### src/logic/avr_exec_pkg.sv
/*
 * AVR execute unit shared definitions
 * Operation encodings, request/response payloads, ALU flag bundle
 * and the SREG bit layout
 */
`default_nettype none

package avr_exec_pkg;

    localparam int DATA_W    = 8;   // Operand byte
    localparam int PROD_W    = 16;  // R1:R0 product
    localparam int MUL_STEPS = 8;   // One iteration per multiplier bit

    // SREG bit positions, AVR order from bit 0 up
    localparam int SREG_C = 0;
    localparam int SREG_Z = 1;
    localparam int SREG_N = 2;
    localparam int SREG_V = 3;
    localparam int SREG_S = 4;
    localparam int SREG_H = 5;
    localparam int SREG_T = 6;
    localparam int SREG_I = 7;

    typedef enum logic [3:0] {
        OP_ADD,
        OP_ADC,
        OP_SUB,
        OP_SBC,
        OP_AND,
        OP_OR,
        OP_EOR,
        OP_MUL,
        OP_MULS,
        OP_BSET,
        OP_BCLR,
        OP_BRBS,
        OP_BRBC
    } exec_op_e;

    typedef struct packed {
        exec_op_e          op;
        logic [DATA_W-1:0] rd_val;   // Rd operand
        logic [DATA_W-1:0] rr_val;   // Rr operand
        logic [2:0]        bit_sel;  // SREG bit for BSET/BCLR/BRBS/BRBC
    } exec_req_t;

    typedef struct packed {
        logic [DATA_W-1:0] result_lo;
        logic [DATA_W-1:0] result_hi;     // Only MUL/MULS fill this
        logic [DATA_W-1:0] sreg;          // SREG after the update
        logic              branch_taken;
    } exec_rsp_t;

    typedef struct packed {
        logic [DATA_W-1:0] result;
        logic [DATA_W-1:0] flags;      // SREG bit order
        logic [DATA_W-1:0] flag_mask;  // Bits this op writes
    } alu_out_t;

endpackage

`default_nettype wire

### src/logic/avr_alu.sv
/*
 * AVR 8-bit ALU
 * Add/subtract family and logic ops, flags by AVR rules,
 * plus the mask of SREG bits each operation writes
 */
`default_nettype none

module avr_alu (
    input  wire avr_exec_pkg::exec_req_t alu_req,
    input  wire logic                    carry_in,
    input  wire logic                    z_in,     // Old Z for SBC
    output avr_exec_pkg::alu_out_t       alu_out
);

    import avr_exec_pkg::*;

    logic [DATA_W-1:0] a;
    logic [DATA_W-1:0] b;
    logic [DATA_W-1:0] r;
    logic              cin;
    logic [DATA_W:0]   sum;
    logic [DATA_W:0]   diff;
    logic [4:0]        half_sum;
    logic [4:0]        half_diff;
    logic [DATA_W-1:0] flags;
    logic [DATA_W-1:0] mask;
    logic              alu_op;     // Op belongs to the ALU group

    always_comb begin
        a   = alu_req.rd_val;
        b   = alu_req.rr_val;
        cin = carry_in & ((alu_req.op == OP_ADC) | (alu_req.op == OP_SBC));

        sum       = {1'b0, a} + {1'b0, b} + {8'b0, cin};
        diff      = {1'b0, a} - {1'b0, b} - {8'b0, cin};  // Bit 8 is the borrow
        half_sum  = {1'b0, a[3:0]} + {1'b0, b[3:0]} + {4'b0, cin};
        half_diff = {1'b0, a[3:0]} - {1'b0, b[3:0]} - {4'b0, cin};

        r      = '0;
        flags  = '0;
        mask   = '0;
        alu_op = 1'b1;

        case (alu_req.op)
            OP_ADD, OP_ADC: begin
                r             = sum[DATA_W-1:0];
                flags[SREG_C] = sum[DATA_W];
                flags[SREG_H] = half_sum[4];
                flags[SREG_V] = (a[7] & b[7] & ~r[7]) | (~a[7] & ~b[7] & r[7]);
                mask[SREG_C]  = 1'b1;
                mask[SREG_H]  = 1'b1;
            end
            OP_SUB, OP_SBC: begin
                r             = diff[DATA_W-1:0];
                flags[SREG_C] = diff[DATA_W];
                flags[SREG_H] = half_diff[4];
                flags[SREG_V] = (a[7] & ~b[7] & ~r[7]) | (~a[7] & b[7] & r[7]);
                mask[SREG_C]  = 1'b1;
                mask[SREG_H]  = 1'b1;
            end
            OP_AND: r = a & b;   // Logic ops leave V cleared
            OP_OR:  r = a | b;
            OP_EOR: r = a ^ b;
            default: alu_op = 1'b0;
        endcase

        flags[SREG_N] = r[7];
        flags[SREG_S] = flags[SREG_N] ^ flags[SREG_V];
        // SBC keeps Z only if it was already set
        flags[SREG_Z] = (r == '0) & ((alu_req.op != OP_SBC) | z_in);

        if (alu_op) begin
            mask[SREG_S] = 1'b1;
            mask[SREG_V] = 1'b1;
            mask[SREG_N] = 1'b1;
            mask[SREG_Z] = 1'b1;
        end

        alu_out.result    = r;
        alu_out.flags     = flags;
        alu_out.flag_mask = mask;
    end

endmodule

`default_nettype wire

### src/logic/avr_exec_control.sv
/*
 * Execute unit control
 * Four-phase req/ack handshake, SREG register, branch decision
 * and the merge of ALU and multiplier results
 */
`default_nettype none

module avr_exec_control (
    input  wire logic                              clk_cpu,
    input  wire logic                              reset_system_n,
    input  wire logic                              req,
    input  wire avr_exec_pkg::exec_req_t           req_data,
    input  wire avr_exec_pkg::alu_out_t            alu_out,
    input  wire logic [avr_exec_pkg::PROD_W-1:0]   product,
    input  wire logic                              mul_done,
    output logic                                   ack,
    output avr_exec_pkg::exec_rsp_t                rsp,
    output logic      [avr_exec_pkg::DATA_W-1:0]   sreg,
    output avr_exec_pkg::exec_req_t                alu_req,
    output logic                                   carry_in,
    output logic                                   z_in,
    output logic                                   mul_start,
    output logic                                   mul_signed,
    output logic      [avr_exec_pkg::DATA_W-1:0]   mul_a,
    output logic      [avr_exec_pkg::DATA_W-1:0]   mul_b
);

    import avr_exec_pkg::*;

    typedef enum logic [2:0] {
        IDLE,
        EXEC,
        MUL_WAIT,
        RESPOND,
        RELEASE
    } state_e;

    state_e            state;
    state_e            state_next;
    logic              accept;
    logic              is_mul;
    logic              finish;
    logic [DATA_W-1:0] sreg_next;
    exec_rsp_t         rsp_next;

    assign accept = req & ((state == IDLE) | (state == RELEASE));
    assign is_mul = (alu_req.op == OP_MUL) | (alu_req.op == OP_MULS);
    assign finish = ((state == EXEC) & ~is_mul) | ((state == MUL_WAIT) & mul_done);

    // Operands straight from the captured request
    assign carry_in   = sreg[SREG_C];
    assign z_in       = sreg[SREG_Z];
    assign mul_start  = (state == EXEC) & is_mul;   // EXEC lasts one cycle
    assign mul_signed = (alu_req.op == OP_MULS);
    assign mul_a      = alu_req.rd_val;
    assign mul_b      = alu_req.rr_val;

    always_comb begin
        state_next = state;
        case (state)
            IDLE, RELEASE: state_next = req ? EXEC : IDLE;
            EXEC:          state_next = is_mul ? MUL_WAIT : RESPOND;
            MUL_WAIT:      if (mul_done) state_next = RESPOND;
            RESPOND:       if (!req) state_next = RELEASE;   // Requester saw ack
            default:       state_next = IDLE;
        endcase
    end

    always_comb begin
        sreg_next = sreg;
        rsp_next  = '0;
        case (alu_req.op)
            OP_MUL, OP_MULS: begin
                sreg_next[SREG_C]  = product[PROD_W-1];
                sreg_next[SREG_Z]  = (product == '0);
                rsp_next.result_lo = product[DATA_W-1:0];
                rsp_next.result_hi = product[PROD_W-1:DATA_W];
            end
            OP_BSET: sreg_next[alu_req.bit_sel] = 1'b1;
            OP_BCLR: sreg_next[alu_req.bit_sel] = 1'b0;
            OP_BRBS: rsp_next.branch_taken = sreg[alu_req.bit_sel];
            OP_BRBC: rsp_next.branch_taken = ~sreg[alu_req.bit_sel];
            default: begin
                // ALU group, only masked flags move
                sreg_next          = (sreg & ~alu_out.flag_mask) |
                                     (alu_out.flags & alu_out.flag_mask);
                rsp_next.result_lo = alu_out.result;
            end
        endcase
        rsp_next.sreg = sreg_next;
    end

    always_ff @(posedge clk_cpu) begin
        if (accept)
            alu_req <= req_data;
    end

    always_ff @(posedge clk_cpu or negedge reset_system_n) begin
        if (!reset_system_n) begin
            state <= IDLE;
            ack   <= 1'b0;
            sreg  <= '0;
            rsp   <= '0;
        end else begin
            state <= state_next;
            if (finish) begin
                ack  <= 1'b1;        // SREG and rsp land with ack
                sreg <= sreg_next;
                rsp  <= rsp_next;
            end else if ((state == RESPOND) && !req) begin
                ack <= 1'b0;
            end
        end
    end

endmodule

`default_nettype wire

### src/logic/avr_exec_unit.sv
/*
 * AVR execute unit top
 * Control block with the ALU and multiplier beside it
 */
`default_nettype none

module avr_exec_unit (
    input  wire logic                              clk_cpu,
    input  wire logic                              reset_system_n,
    input  wire logic                              req,
    input  wire avr_exec_pkg::exec_req_t           req_data,
    output logic                                   ack,
    output avr_exec_pkg::exec_rsp_t                rsp,
    output logic      [avr_exec_pkg::DATA_W-1:0]   sreg
);

    import avr_exec_pkg::*;

    exec_req_t         alu_req;
    alu_out_t          alu_out;
    logic              carry_in;
    logic              z_in;
    logic              mul_start;
    logic              mul_signed;
    logic [DATA_W-1:0] mul_a;
    logic [DATA_W-1:0] mul_b;
    logic [PROD_W-1:0] product;
    logic              mul_done;

    avr_exec_control control_i (
        .clk_cpu        (clk_cpu),
        .reset_system_n (reset_system_n),
        .req            (req),
        .req_data       (req_data),
        .alu_out        (alu_out),
        .product        (product),
        .mul_done       (mul_done),
        .ack            (ack),
        .rsp            (rsp),
        .sreg           (sreg),
        .alu_req        (alu_req),
        .carry_in       (carry_in),
        .z_in           (z_in),
        .mul_start      (mul_start),
        .mul_signed     (mul_signed),
        .mul_a          (mul_a),
        .mul_b          (mul_b)
    );

    avr_alu alu_i (
        .alu_req  (alu_req),
        .carry_in (carry_in),
        .z_in     (z_in),
        .alu_out  (alu_out)
    );

    avr_multiplier mult_i (
        .clk_cpu        (clk_cpu),
        .reset_system_n (reset_system_n),
        .mul_start      (mul_start),
        .mul_signed     (mul_signed),
        .mul_a          (mul_a),
        .mul_b          (mul_b),
        .product        (product),
        .mul_done       (mul_done)
    );

endmodule

`default_nettype wire

### src/logic/avr_multiplier.sv
/*
 * Shift-add 8x8 multiplier for MUL and MULS
 * One partial product per cycle, the sign bit of a signed
 * multiplier is subtracted on the last step
 */
`default_nettype none

module avr_multiplier (
    input  wire logic                              clk_cpu,
    input  wire logic                              reset_system_n,
    input  wire logic                              mul_start,
    input  wire logic                              mul_signed,
    input  wire logic [avr_exec_pkg::DATA_W-1:0]   mul_a,
    input  wire logic [avr_exec_pkg::DATA_W-1:0]   mul_b,
    output logic      [avr_exec_pkg::PROD_W-1:0]   product,
    output logic                                   mul_done
);

    import avr_exec_pkg::*;

    logic              busy;
    logic [3:0]        step_cnt;
    logic              is_signed;
    logic [PROD_W-1:0] mcand;       // Shifted multiplicand
    logic [DATA_W-1:0] mplier;      // Remaining multiplier bits
    logic [PROD_W-1:0] a_ext;
    logic [PROD_W-1:0] cur_base;
    logic [PROD_W-1:0] cur_mcand;
    logic              cur_bit;
    logic              cur_sub;
    logic              last_step;
    logic [PROD_W-1:0] acc_next;

    // Start cycle already handles bit 0
    always_comb begin
        a_ext     = mul_signed ? {{DATA_W{mul_a[DATA_W-1]}}, mul_a} : {{DATA_W{1'b0}}, mul_a};
        last_step = (step_cnt == 4'(MUL_STEPS - 1));
        cur_base  = mul_start ? '0 : product;
        cur_mcand = mul_start ? a_ext : mcand;
        cur_bit   = mul_start ? mul_b[0] : mplier[0];
        cur_sub   = ~mul_start & is_signed & last_step;   // Negative weight of bit 7

        if (!cur_bit)
            acc_next = cur_base;
        else if (cur_sub)
            acc_next = cur_base - cur_mcand;
        else
            acc_next = cur_base + cur_mcand;
    end

    always_ff @(posedge clk_cpu) begin
        if (mul_start || busy) begin
            product <= acc_next;
            mcand   <= cur_mcand << 1;
        end
        if (mul_start) begin
            mplier    <= mul_b >> 1;
            is_signed <= mul_signed;
        end else if (busy) begin
            mplier <= mplier >> 1;
        end
    end

    always_ff @(posedge clk_cpu or negedge reset_system_n) begin
        if (!reset_system_n) begin
            busy     <= 1'b0;
            step_cnt <= '0;
            mul_done <= 1'b0;
        end else begin
            mul_done <= 1'b0;
            if (mul_start) begin
                busy     <= 1'b1;
                step_cnt <= 4'd1;
            end else if (busy) begin
                step_cnt <= step_cnt + 4'd1;
                if (last_step) begin
                    busy     <= 1'b0;
                    mul_done <= 1'b1;
                end
            end
        end
    end

endmodule

`default_nettype wire

### config.mk
export PLATFORM = sky130hd
export DESIGN_NAME = avr_exec_unit
export DESIGN_NICKNAME = d
export VERILOG_FILES = /design/src/logic/avr_exec_pkg.sv /design/src/logic/avr_alu.sv /design/src/logic/avr_exec_control.sv /design/src/logic/avr_exec_unit.sv /design/src/logic/avr_multiplier.sv
export SDC_FILE = /design/constraint.sdc
export NUM_CORES = 1
export LEC_CHECK = 0
export BUFFER_PORTS_ARGS = -buffer_cell sky130_fd_sc_hd__buf_4
export CORE_MARGIN = 2
export CORE_UTILIZATION = 58
export DETAILED_ROUTE_END_ITERATION = 7
export GPL_ROUTABILITY_DRIVEN = 0
export PLACE_DENSITY = 0.78
export SLEW_MARGIN = 10
export SYNTH_ARGS = -nofsm -noshare
export SYNTH_HDL_FRONTEND = slang
export SYNTH_SLANG_ARGS = --single-unit
### constraint.sdc
create_clock -name clk_cpu -period 5.3 [get_ports clk_cpu]
set_clock_uncertainty 0.2 [all_clocks]
set_input_delay 1.325 -clock clk_cpu [delete_from_list [all_inputs] [get_ports clk_cpu]]
set_output_delay 1.325 -clock clk_cpu [all_outputs]
set_load 0.01 [all_outputs]
# After elaboration in Yosys (flattened, before gate mapping)
# Cells that the tools add are included.
# W data, S select, Z words.
# op_classes
reduce_logical	22
n_eq_ne	20
bitwise	43
n_addsub	11
n_lt_le_gt_ge	2
mux	39
# ops
cell	n
$mux W16	5
$pmux W8 S5	1
$and A8 B8 Y8	3
$or A8 B8 Y8	3
$eq A4 B3 Y1 const B	5
$eq A4 B4 Y1 const B	5
$pmux W6 S3	1
$add A16 B16 Y16	1
$and A1 B1 Y1	16
$logic_not A16 Y1	1
$pmux W8 S2	1
$sub A16 B16 Y16	1
$mux W1	15
$mux W7	2
$mux W4	3
$pmux W3 S4	1
$reduce_or A4 Y1	3
$reduce_or A2 Y1	5
$add A8 B8 Y9	1
$add A9 B1 Y9	1
$not A1 Y1	9
$sub A8 B8 Y9	1
$sub A9 B1 Y9	1
$eq A4 B2 Y1 const B	2
other kinds (35)	50
# totals
reg_bits	97
word_cells	155
input_bits	26
output_inout_bits	34

# Depth between registers and ports, before layout
# Gate-level depths: netlist (run 1).
# depth
ltp_word	12
mapped_depth	21
mapped_depth_nobuf	18

# Modules after synthesis
# Synthesis (run 1) repeated with hierarchy kept, for this count alone.
# unflattened
cells_unflattened	759
hier_area_um2	7409.6
# modules_own_cells
module	cells_each	instances	seq_area_each_um2	area_each_um2
avr_multiplier	308	1	1321.3	3136.8
avr_exec_control	249	1	1416.4	2740.1
avr_alu	202	1	0.0	1532.7

# Least setup slack after synthesis (run 1)
# No wires, ideal clock.
# synth_timing
kind	flip-flop to flip-flop
from	register control_i.alu_req[21] (netlist name)
to	register mult_i.product[15] (netlist bit) (data pin)
t_arrival_ns	4.351
setup_time_ns	0.257
synth_period_minus_slack_ns	4.809
required_time_ns	4.843
setup_slack_ns	0.491
path_stages_with_launch	22
n_path_buf	3
path_cell_list	edfxtp_1 > buf_2 > and4b_1 > o21ai_4 > clkbuf_1 > clkbuf_1 > nand2_1 > o21ai_0 > inv_1 > ha_1 > nor2_1 > xnor2_1 > ha_1 > a211oi_1 > o21bai_1 > o41a_1 > a211oi_2 > nor3_1 > o31ai_2 > a21o_1 > nand3_1 > xor2_1
# synth_between
word_cells_on_any_way	15
classes_between	add/sub (2); eq/ne (2); mux (6); bitwise (5)
# synth_lines
item	line	source
$eq A4 B3 Y1 or $eq A4 B4 Y1 (tied branches)	avr_exec_control.sv:47	assign is_mul = (alu_req.op == OP_MUL) | (alu_req.op == OP_MULS);
$or A1 B1 Y1 *	avr_exec_control.sv:47	
$and A1 B1 Y1 *	avr_exec_control.sv:53	assign mul_start = (state == EXEC) & is_mul;
$mux W16 *	avr_multiplier.sv:39	cur_mcand = mul_start ? a_ext : mcand;
via mult_i.cur_mcand[1]	avr_multiplier.sv:28	logic [PROD_W-1:0] cur_mcand;
$add A16 B16 Y16 or $sub A16 B16 Y16 (tied branches)	avr_multiplier.sv:48, avr_multiplier.sv:46	
$mux W16 *	avr_multiplier.sv:45	else if (cur_sub)
$mux W16 *	avr_multiplier.sv:43	if (!cur_bit)
via mult_i.acc_next[15]	avr_multiplier.sv:32	logic [PROD_W-1:0] acc_next;
end signal: assignment	avr_multiplier.sv:53	product <= acc_next;
end: declaration	avr_multiplier.sv:15	output logic [avr_exec_pkg::PROD_W-1:0] product,
# The timed path passes the listed nets; every way through them passes the cells marked *.
# A chain may end at the register's enable or synchronous reset.

# Worst setup path after layout (run 1)
# layout_timing
from	register control_i.alu_req[21] (netlist name)
to	register mult_i.product[15] (netlist bit) (data pin)
# layout_between
word_cells_on_any_way	15
classes_between	add/sub (2); eq/ne (2); mux (6); bitwise (5)
# layout_lines
item	line	source
$eq A4 B4 Y1 *	avr_exec_control.sv:54	assign mul_signed = (alu_req.op == OP_MULS);
via control_i.mul_signed	avr_exec_control.sv:23	output logic mul_signed,
$or A1 B1 Y1 *	avr_exec_control.sv:47	
$and A1 B1 Y1 *	avr_exec_control.sv:53	
$mux W16 *	avr_multiplier.sv:39	
via mult_i.cur_mcand[2]	avr_multiplier.sv:28	
$add A16 B16 Y16 or $sub A16 B16 Y16 (tied branches)	avr_multiplier.sv:48, avr_multiplier.sv:46	
$mux W16 *	avr_multiplier.sv:45	
$mux W16 *	avr_multiplier.sv:43	
via mult_i.acc_next[15]	avr_multiplier.sv:32	
# Marked as above.

==> results.tsv, run 1 <==
metric	value	unit
synth_edf_count	62	
rows	39	
placed_cell_area	7210	µm²
syn_to_final_growth	11.8	%
hpwl	11.9	mm
grt_pass1_vias	5129	
setup_tns	0	ns
initial_core_util	0.590	
cts_tree	done	
clk_latency	0.36	ns
cts_root_buf	clkbuf_16	
synth_ff_type	edfxtp_1	
nFillCells	881	
antenna_cells	0	
peakVddDrop	0.000325	V
hp-class	register to register	
clk_pin_slew	0.07	ns
grt_overflow	0	
die-area	12400	µm²
cts_num_sinks	97	
fin_crit_sh	0.904	
synth_cell_type_count	71	
p_leak	3.19	nW
async_reset_ff_frac	0.361	
power_frac_clock	0.155	
numPortBuffers	59	
drive_above_1_share	0.145	
syn_inst	692	
fin_util	0.659	
worst_slew_pin_slew	0.862	ns
p_sw	1.69	mW
htreeDepth	3	
ys_seq_area_frac	0.408	
synth_seq_cells	97	
max_cap_violations	0	
relSlewSlack	0.423	
postCtsSetupRepairBufs	0	
start_kind	register	
dpl_worst_slack	0.580	ns
avgSynthCellArea	9.69	µm²
p_seq_frac	0.330	
final_common_cell	buf_4	
worst_hold_slack	0.285	ns
drt_drc_violations_left	0	
drt_iter0_markers	593	
die_h	112	µm
grt_use_total	0.260	
p_per_area	544	nW/µm²
layout_setup_ws	0.509	ns
num_vias	5454	
stdcell_area	7490	µm²
dpl.cell_count	867	
cts.repair.resized	0	
syn_area	6700	µm²
numCtsBuffers	9	
clk_path_buf_depth	2	
syn_nets	770	
cts_hold_buf	0	
p_sw_frac	0.415	
finalHoldViolations	0	
grt_start_max_net_pins	38	
dr.pass1.iters	5	
viasPerCell	6.18	
crit_fanout	17	
required	5.21	ns
layout_common_cells	69 x buf_4, 66 x nand2_1, 62 x edfxtp_1, 48 x o21ai_0, 47 x ha_1	
yosysWarnings	0	
min_period	4.79	ns
stdcell_count	883	
pwr-share-comb	0.515	
p_int	2.38	mW
setup.worst_path.class	register to register	
maxSlewViolCount	0	
max_freq	209	MHz
arrival	4.71	ns
grt_setup_unrepaired	false	
setup_viol	0	
grt_pass1_wl	25.9	mm
io_pins	60	
grt_antenna_before_repair	0	
nets	813	
wl	15.8	mm
ant_nets	0	
worst_setup_path_end_kind	register	
total_power	4.08	mW
die_x	112	µm
run_status	finished, final reports clean	
core_area	11400	µm²
wire_per_inst	17.9	µm
-- final cells by class --
cell class	count	area (µm²)	share of cell area
multi-input combinational	511	3600	0.481
clock inverter	6	50.0	0.00668
timing repair buffer	69	518	0.0691
tap	143	179	0.0239
clock buffer	10	229	0.0306
inverter	47	176	0.0235
sequential	97	2740	0.365
-- registers in the layout, indices dropped and copies added (netlist names), 3 cells and up, named ones only --
| name | cells |
|---|---|
| control_i.rsp | 19 |
| mult_i.mcand | 15 |
| mult_i.product | 15 |
| control_i.mul_a | 8 |
| control_i.mul_b | 8 |
| control_i.alu_req | 7 |
| mult_i.mplier | 7 |
| mult_i.step_cnt | 4 |
| control_i.state | 3 |
-- cell families (layout without fill, tap and decap cells) --
logic type | Yosys count | count (layout) | share of synthesized area
and+or+nand+nor | 221 | 221 | 0.166
AOI/OAI and AO/OA | 178 | 178 | 0.181
DFF | 97 | 97 | 0.408
buffers and inverters | 84 | 132 | 0.0543
adders and majority gates | 52 | 52 | 0.103
xor gates and xnor gates | 35 | 35 | 0.0457
muxes | 25 | 25 | 0.0420
-- worst paths after layout --
| check | end | start | depth (start not counted) | slack [ns] |
|---|---|---|---|---|
| worst max register to register | mult_i.product[15] | control_i.alu_req[21] | 16 | 0.51 |
| max in group asynchronous | control_i.rsp[9] | reset_system_n | 1 | 3.88 |
| worst min register to register | control_i.rsp[18] | control_i.rsp[18] | 2 | 0.28 |
| min in group asynchronous | control_i.rsp[8] | reset_system_n | 1 | 0.71 |
| worst max-delay path | mult_i.product[15] | control_i.alu_req[21] | 16 | 0.51 |
| worst min-delay path | control_i.rsp[18] | control_i.rsp[18] | 2 | 0.28 |
-- critical path, cell delays in order (launching register included) --
cell	delay, ns
edfxtp_1	0.45
nor4b_4	0.51
o21ai_4	0.14
inv_2	0.29
mux2i_1	0.35
inv_1	0.11
xnor2_1	0.19
ha_1	0.32
a211oi_1	0.35
o21bai_1	0.17
o41a_1	0.38
a211oi_2	0.27
nor3_1	0.13
o31ai_2	0.26
a21o_1	0.15
nand3_1	0.09
xor2_1	0.17
-- layer usage --
| metal | GRT usage | part of all wire | vias to the layer above |
|---|---|---|---|
| li1 | - | - | 2615 |
| met1 | 0.369 | 0.45 | 2595 |
| met2 | 0.408 | 0.47 | 221 |
| met3 | 0.0419 | 0.069 | 23 |
| met4 | 0.0938 | 0.017 | 0 |
| met5 | 0 | 0 | - |
-- power groups by stage --
stage / combinational, mW / clock, mW / sequential, mW
floorplan: 1.59 / 0 / 1.29
global placement: 1.99 / 0 / 1.34
detailed placement: 2.06 / 0 / 1.36
CTS: 2.07 / 0.639 / 1.34
global route: 2.33 / 0.665 / 1.38
finish: 2.10 / 0.632 / 1.35
-- Yosys cell counts (6+ instances only) --
| library cell | n | area (µm²) |
|---|---|---|
| a22o_1 | 20 | 175 |
| or2_2 | 6 | 37.5 |
| inv_1 | 46 | 173 |
| or3_1 | 6 | 37.5 |
| a21oi_1 | 30 | 150 |
| and2_1 | 17 | 106 |
| nor4_1 | 9 | 56.3 |
| clkbuf_1 | 21 | 78.8 |
| o21ai_0 | 48 | 240 |
| o21a_1 | 7 | 52.6 |
| dfrtp_1 | 35 | 876 |
| nand2_1 | 66 | 248 |
| xnor2_1 | 24 | 210 |
| xor2_1 | 11 | 96.3 |
| nor2_1 | 44 | 165 |
| a31oi_1 | 13 | 81.3 |
| nor3_1 | 18 | 90.1 |
| ha_1 | 47 | 588 |
| buf_4 | 10 | 75.1 |
| nand3_1 | 19 | 95.1 |
| nand4_1 | 6 | 37.5 |
| nand3b_1 | 6 | 45.0 |
| mux2i_1 | 18 | 180 |
| o211ai_1 | 7 | 52.6 |
| edfxtp_1 | 62 | 1860 |
Power figures use the tool's default switching activity.
==> run 2, diff against run 1 <==
Settings changed: BUFFER_PORTS_ARGS -buffer_cell sky130_fd_sc_hd__buf_4 to unset, DONT_BUFFER_PORTS set to 1, PLACE_DENSITY 0.78 to 0.74.
==> results.tsv, run 2 (synthesis gave the netlist of run 1 again) <==
metric	value	unit	change
cts.repair.resized	0		unchanged
setup_viol	0		unchanged
worst_slew_pin_slew	1.15	ns	+0.283 ns
dr.pass1.iters	5		unchanged
cts_root_buf	clkbuf_16		
p_leak	2.92	nW	-8.6%
hp-class	register to register		
io_pins	60		unchanged
cts_num_sinks	97		unchanged
max_cap_violations	0		unchanged
reg_top3	control_i.rsp (19), mult_i.mcand (15), mult_i.product (15)		
htreeDepth	3		unchanged
layout_common_cells	66 x nand2_1, 62 x edfxtp_1, 48 x o21ai_0, 47 x ha_1, 46 x inv_1		
slowest_delay	0.55	ns	+0.04 ns
cp.buffers_inverters	2		unchanged
final_common_cell	nand2_1		
grt_pass1_vias	5210		+1.6%
min_period	4.92	ns	+0.131 ns
arrival	4.84	ns	+0.13 ns
grt_use_total	0.259		-0.000718
worst_hold_slack	0.338	ns	+0.0532 ns
largest_reg_flops	19		unchanged
clk_latency	0.36	ns	about the same
grt_setup_unrepaired	false		
nets	756		-7.0%
worst_setup_path_end_kind	register		
nFillCells	938		+6.5%
whs_path_depth	2		unchanged
regArea	2740	µm²	unchanged
relSlewSlack	0.236		-0.187
drive_above_1_share	0.0717		-0.0729
rows	39		unchanged
grt_antenna_before_repair	1		+1
die-area	12400	µm²	unchanged
syn_to_final_growth	5.71	%	
stdcell_area	7090	µm²	-5.4%
worstPathCellList	nor4b_4 > o21ai_4 > inv_2 > mux2i_1 > inv_1 > xnor2_1 > ha_1 > a211oi_1 > o21bai_1 > o41a_1 > a211oi_2 > nor3_1 > o31ai_2 > a21o_1 > nand3_1 > xor2_1		
dpl.cell_count	807		-6.9%
layout_setup_ws	0.377	ns	-0.131 ns
initial_core_util	0.590		unchanged
setup.worst_path.class	register to register		
die_x	112	µm	unchanged
drt_drc_violations_left	0		unchanged
drt_iter0_markers	410		-31%
r2r_cells	16		unchanged
clk_path_buf_depth	2		unchanged
cp_slowest_cell	edfxtp_1		
start_kind	register		
run_status	finished, final reports clean		
die_h	112	µm	unchanged
placed_cell_area	6760	µm²	-6.2%
grt_start_max_net_pins	38		unchanged
crit_fanout	17		unchanged
maxSlewViolCount	0		unchanged
core_area	11400	µm²	unchanged
clk_pin_slew	0.07	ns	about the same
fin_crit_sh	0.929		+0.0248
wl	15.7	mm	-0.71%
ant_nets	0		unchanged
p_per_area	562	nW/µm²	+3.4%
dpl_worst_slack	0.358	ns	-0.222 ns
grt_overflow	0		unchanged
numPortBuffers	0		-100%
grt_pass1_wl	25.8	mm	-0.24%
wire_per_inst	19.0	µm	+6.0%
cpLargestDelayFamily	compound AO/OA/AOI/OAI gates		
peakVddDrop	0.000402	V	+24%
viasPerCell	6.38		+3.4%
num_vias	5280		-3.2%
path_depth	16		unchanged
multi_input_area	3600	µm²	about the same
total_power	3.98	mW	-2.2%
largest-register	control_i.rsp		
max_freq	203	MHz	-2.7%
required	5.21	ns	about the same
cts_tree	done		
setup_tns	0	ns	unchanged
fin_util	0.623		-0.0358
stdcell_count	827		-6.3%
hpwl	11.8	mm	-0.32%
numCtsBuffers	9		unchanged
cts_hold_buf	0		unchanged
finalHoldViolations	0		unchanged
-- run 2: cell types whose count changed in the layout (fill, tap and decap cells not counted) --
cell,previous run,this run
inv_6,3,2
buf_4,69,12
and2_1,16,17
inv_8,1,0
clkinvlp_4,1,0
clkbuf_16,9,10
clkinv_8,0,1
diode_2,0,1
and2_2,1,0
inv_4,0,1
-- run 2: layer usage --
metal	vias to the layer above	track usage	part of all wire
li1	2494	-	-
met1	2530	0.351	0.45
met2	228	0.406	0.46
met3	28	0.0593	0.070
met4	0	0.107	0.025
met5	-	0	0
-- run 2: worst register-to-register path, delay by kind of cell (launching register included) --
family | cells | cell delay [ns]
compound gates | 7 | 1.80
simple gates | 3 | 0.68
flops | 1 | 0.55
buf+inv | 2 | 0.45
fa+ha+maj | 1 | 0.35
mux | 1 | 0.34
xor+xnor | 2 | 0.32
-- run 2: what timing repair did --
action / CTS / global route
endpoints found under the hold margin: 0 / 0
endpoints found under the setup margin: 0 / 2
setup buffers: 0 / 3
-- run 2: power by group --
| part | internal (mW) | total [mW] | switching, mW | leakage [nW] |
|---|---|---|---|---|
| Combinational | 0.837 | 1.94 | 1.10 | 1.74 |
| Sequential | 1.12 | 1.40 | 0.273 | 1.03 |
| Clock | 0.354 | 0.651 | 0.298 | 0.149 |
| Total | 2.31 | 3.98 | 1.67 | 2.92 |
-- run 2: layout make-up --
class / instances / share of cell area
inverters: 47 / 0.0249
clock inverters: 5 / 0.00636
repair buffers: 12 / 0.0127
clock buffers: 11 / 0.0358
diodes: 1 / 0.000353
flip-flops and latches: 97 / 0.386
multi-input cells: 511 / 0.508
well taps: 143 / 0.0252
-- run 2: final timing paths --
| check | from | end | slack, ns |
|---|---|---|---|
| setup / recovery | control_i.alu_req[19] | mult_i.product[15] | 0.38 |
| hold / removal | mult_i.mplier[2] | mult_i.mplier[1] | 0.34 |
| setup reg to reg | control_i.alu_req[19] | mult_i.product[15] | 0.38 |
| hold reg to reg | mult_i.mplier[2] | mult_i.mplier[1] | 0.34 |
| max in group asynchronous | reset_system_n | control_i.rsp[11] | 4.36 |
| min in group asynchronous | reset_system_n | async pin | 0.45 |
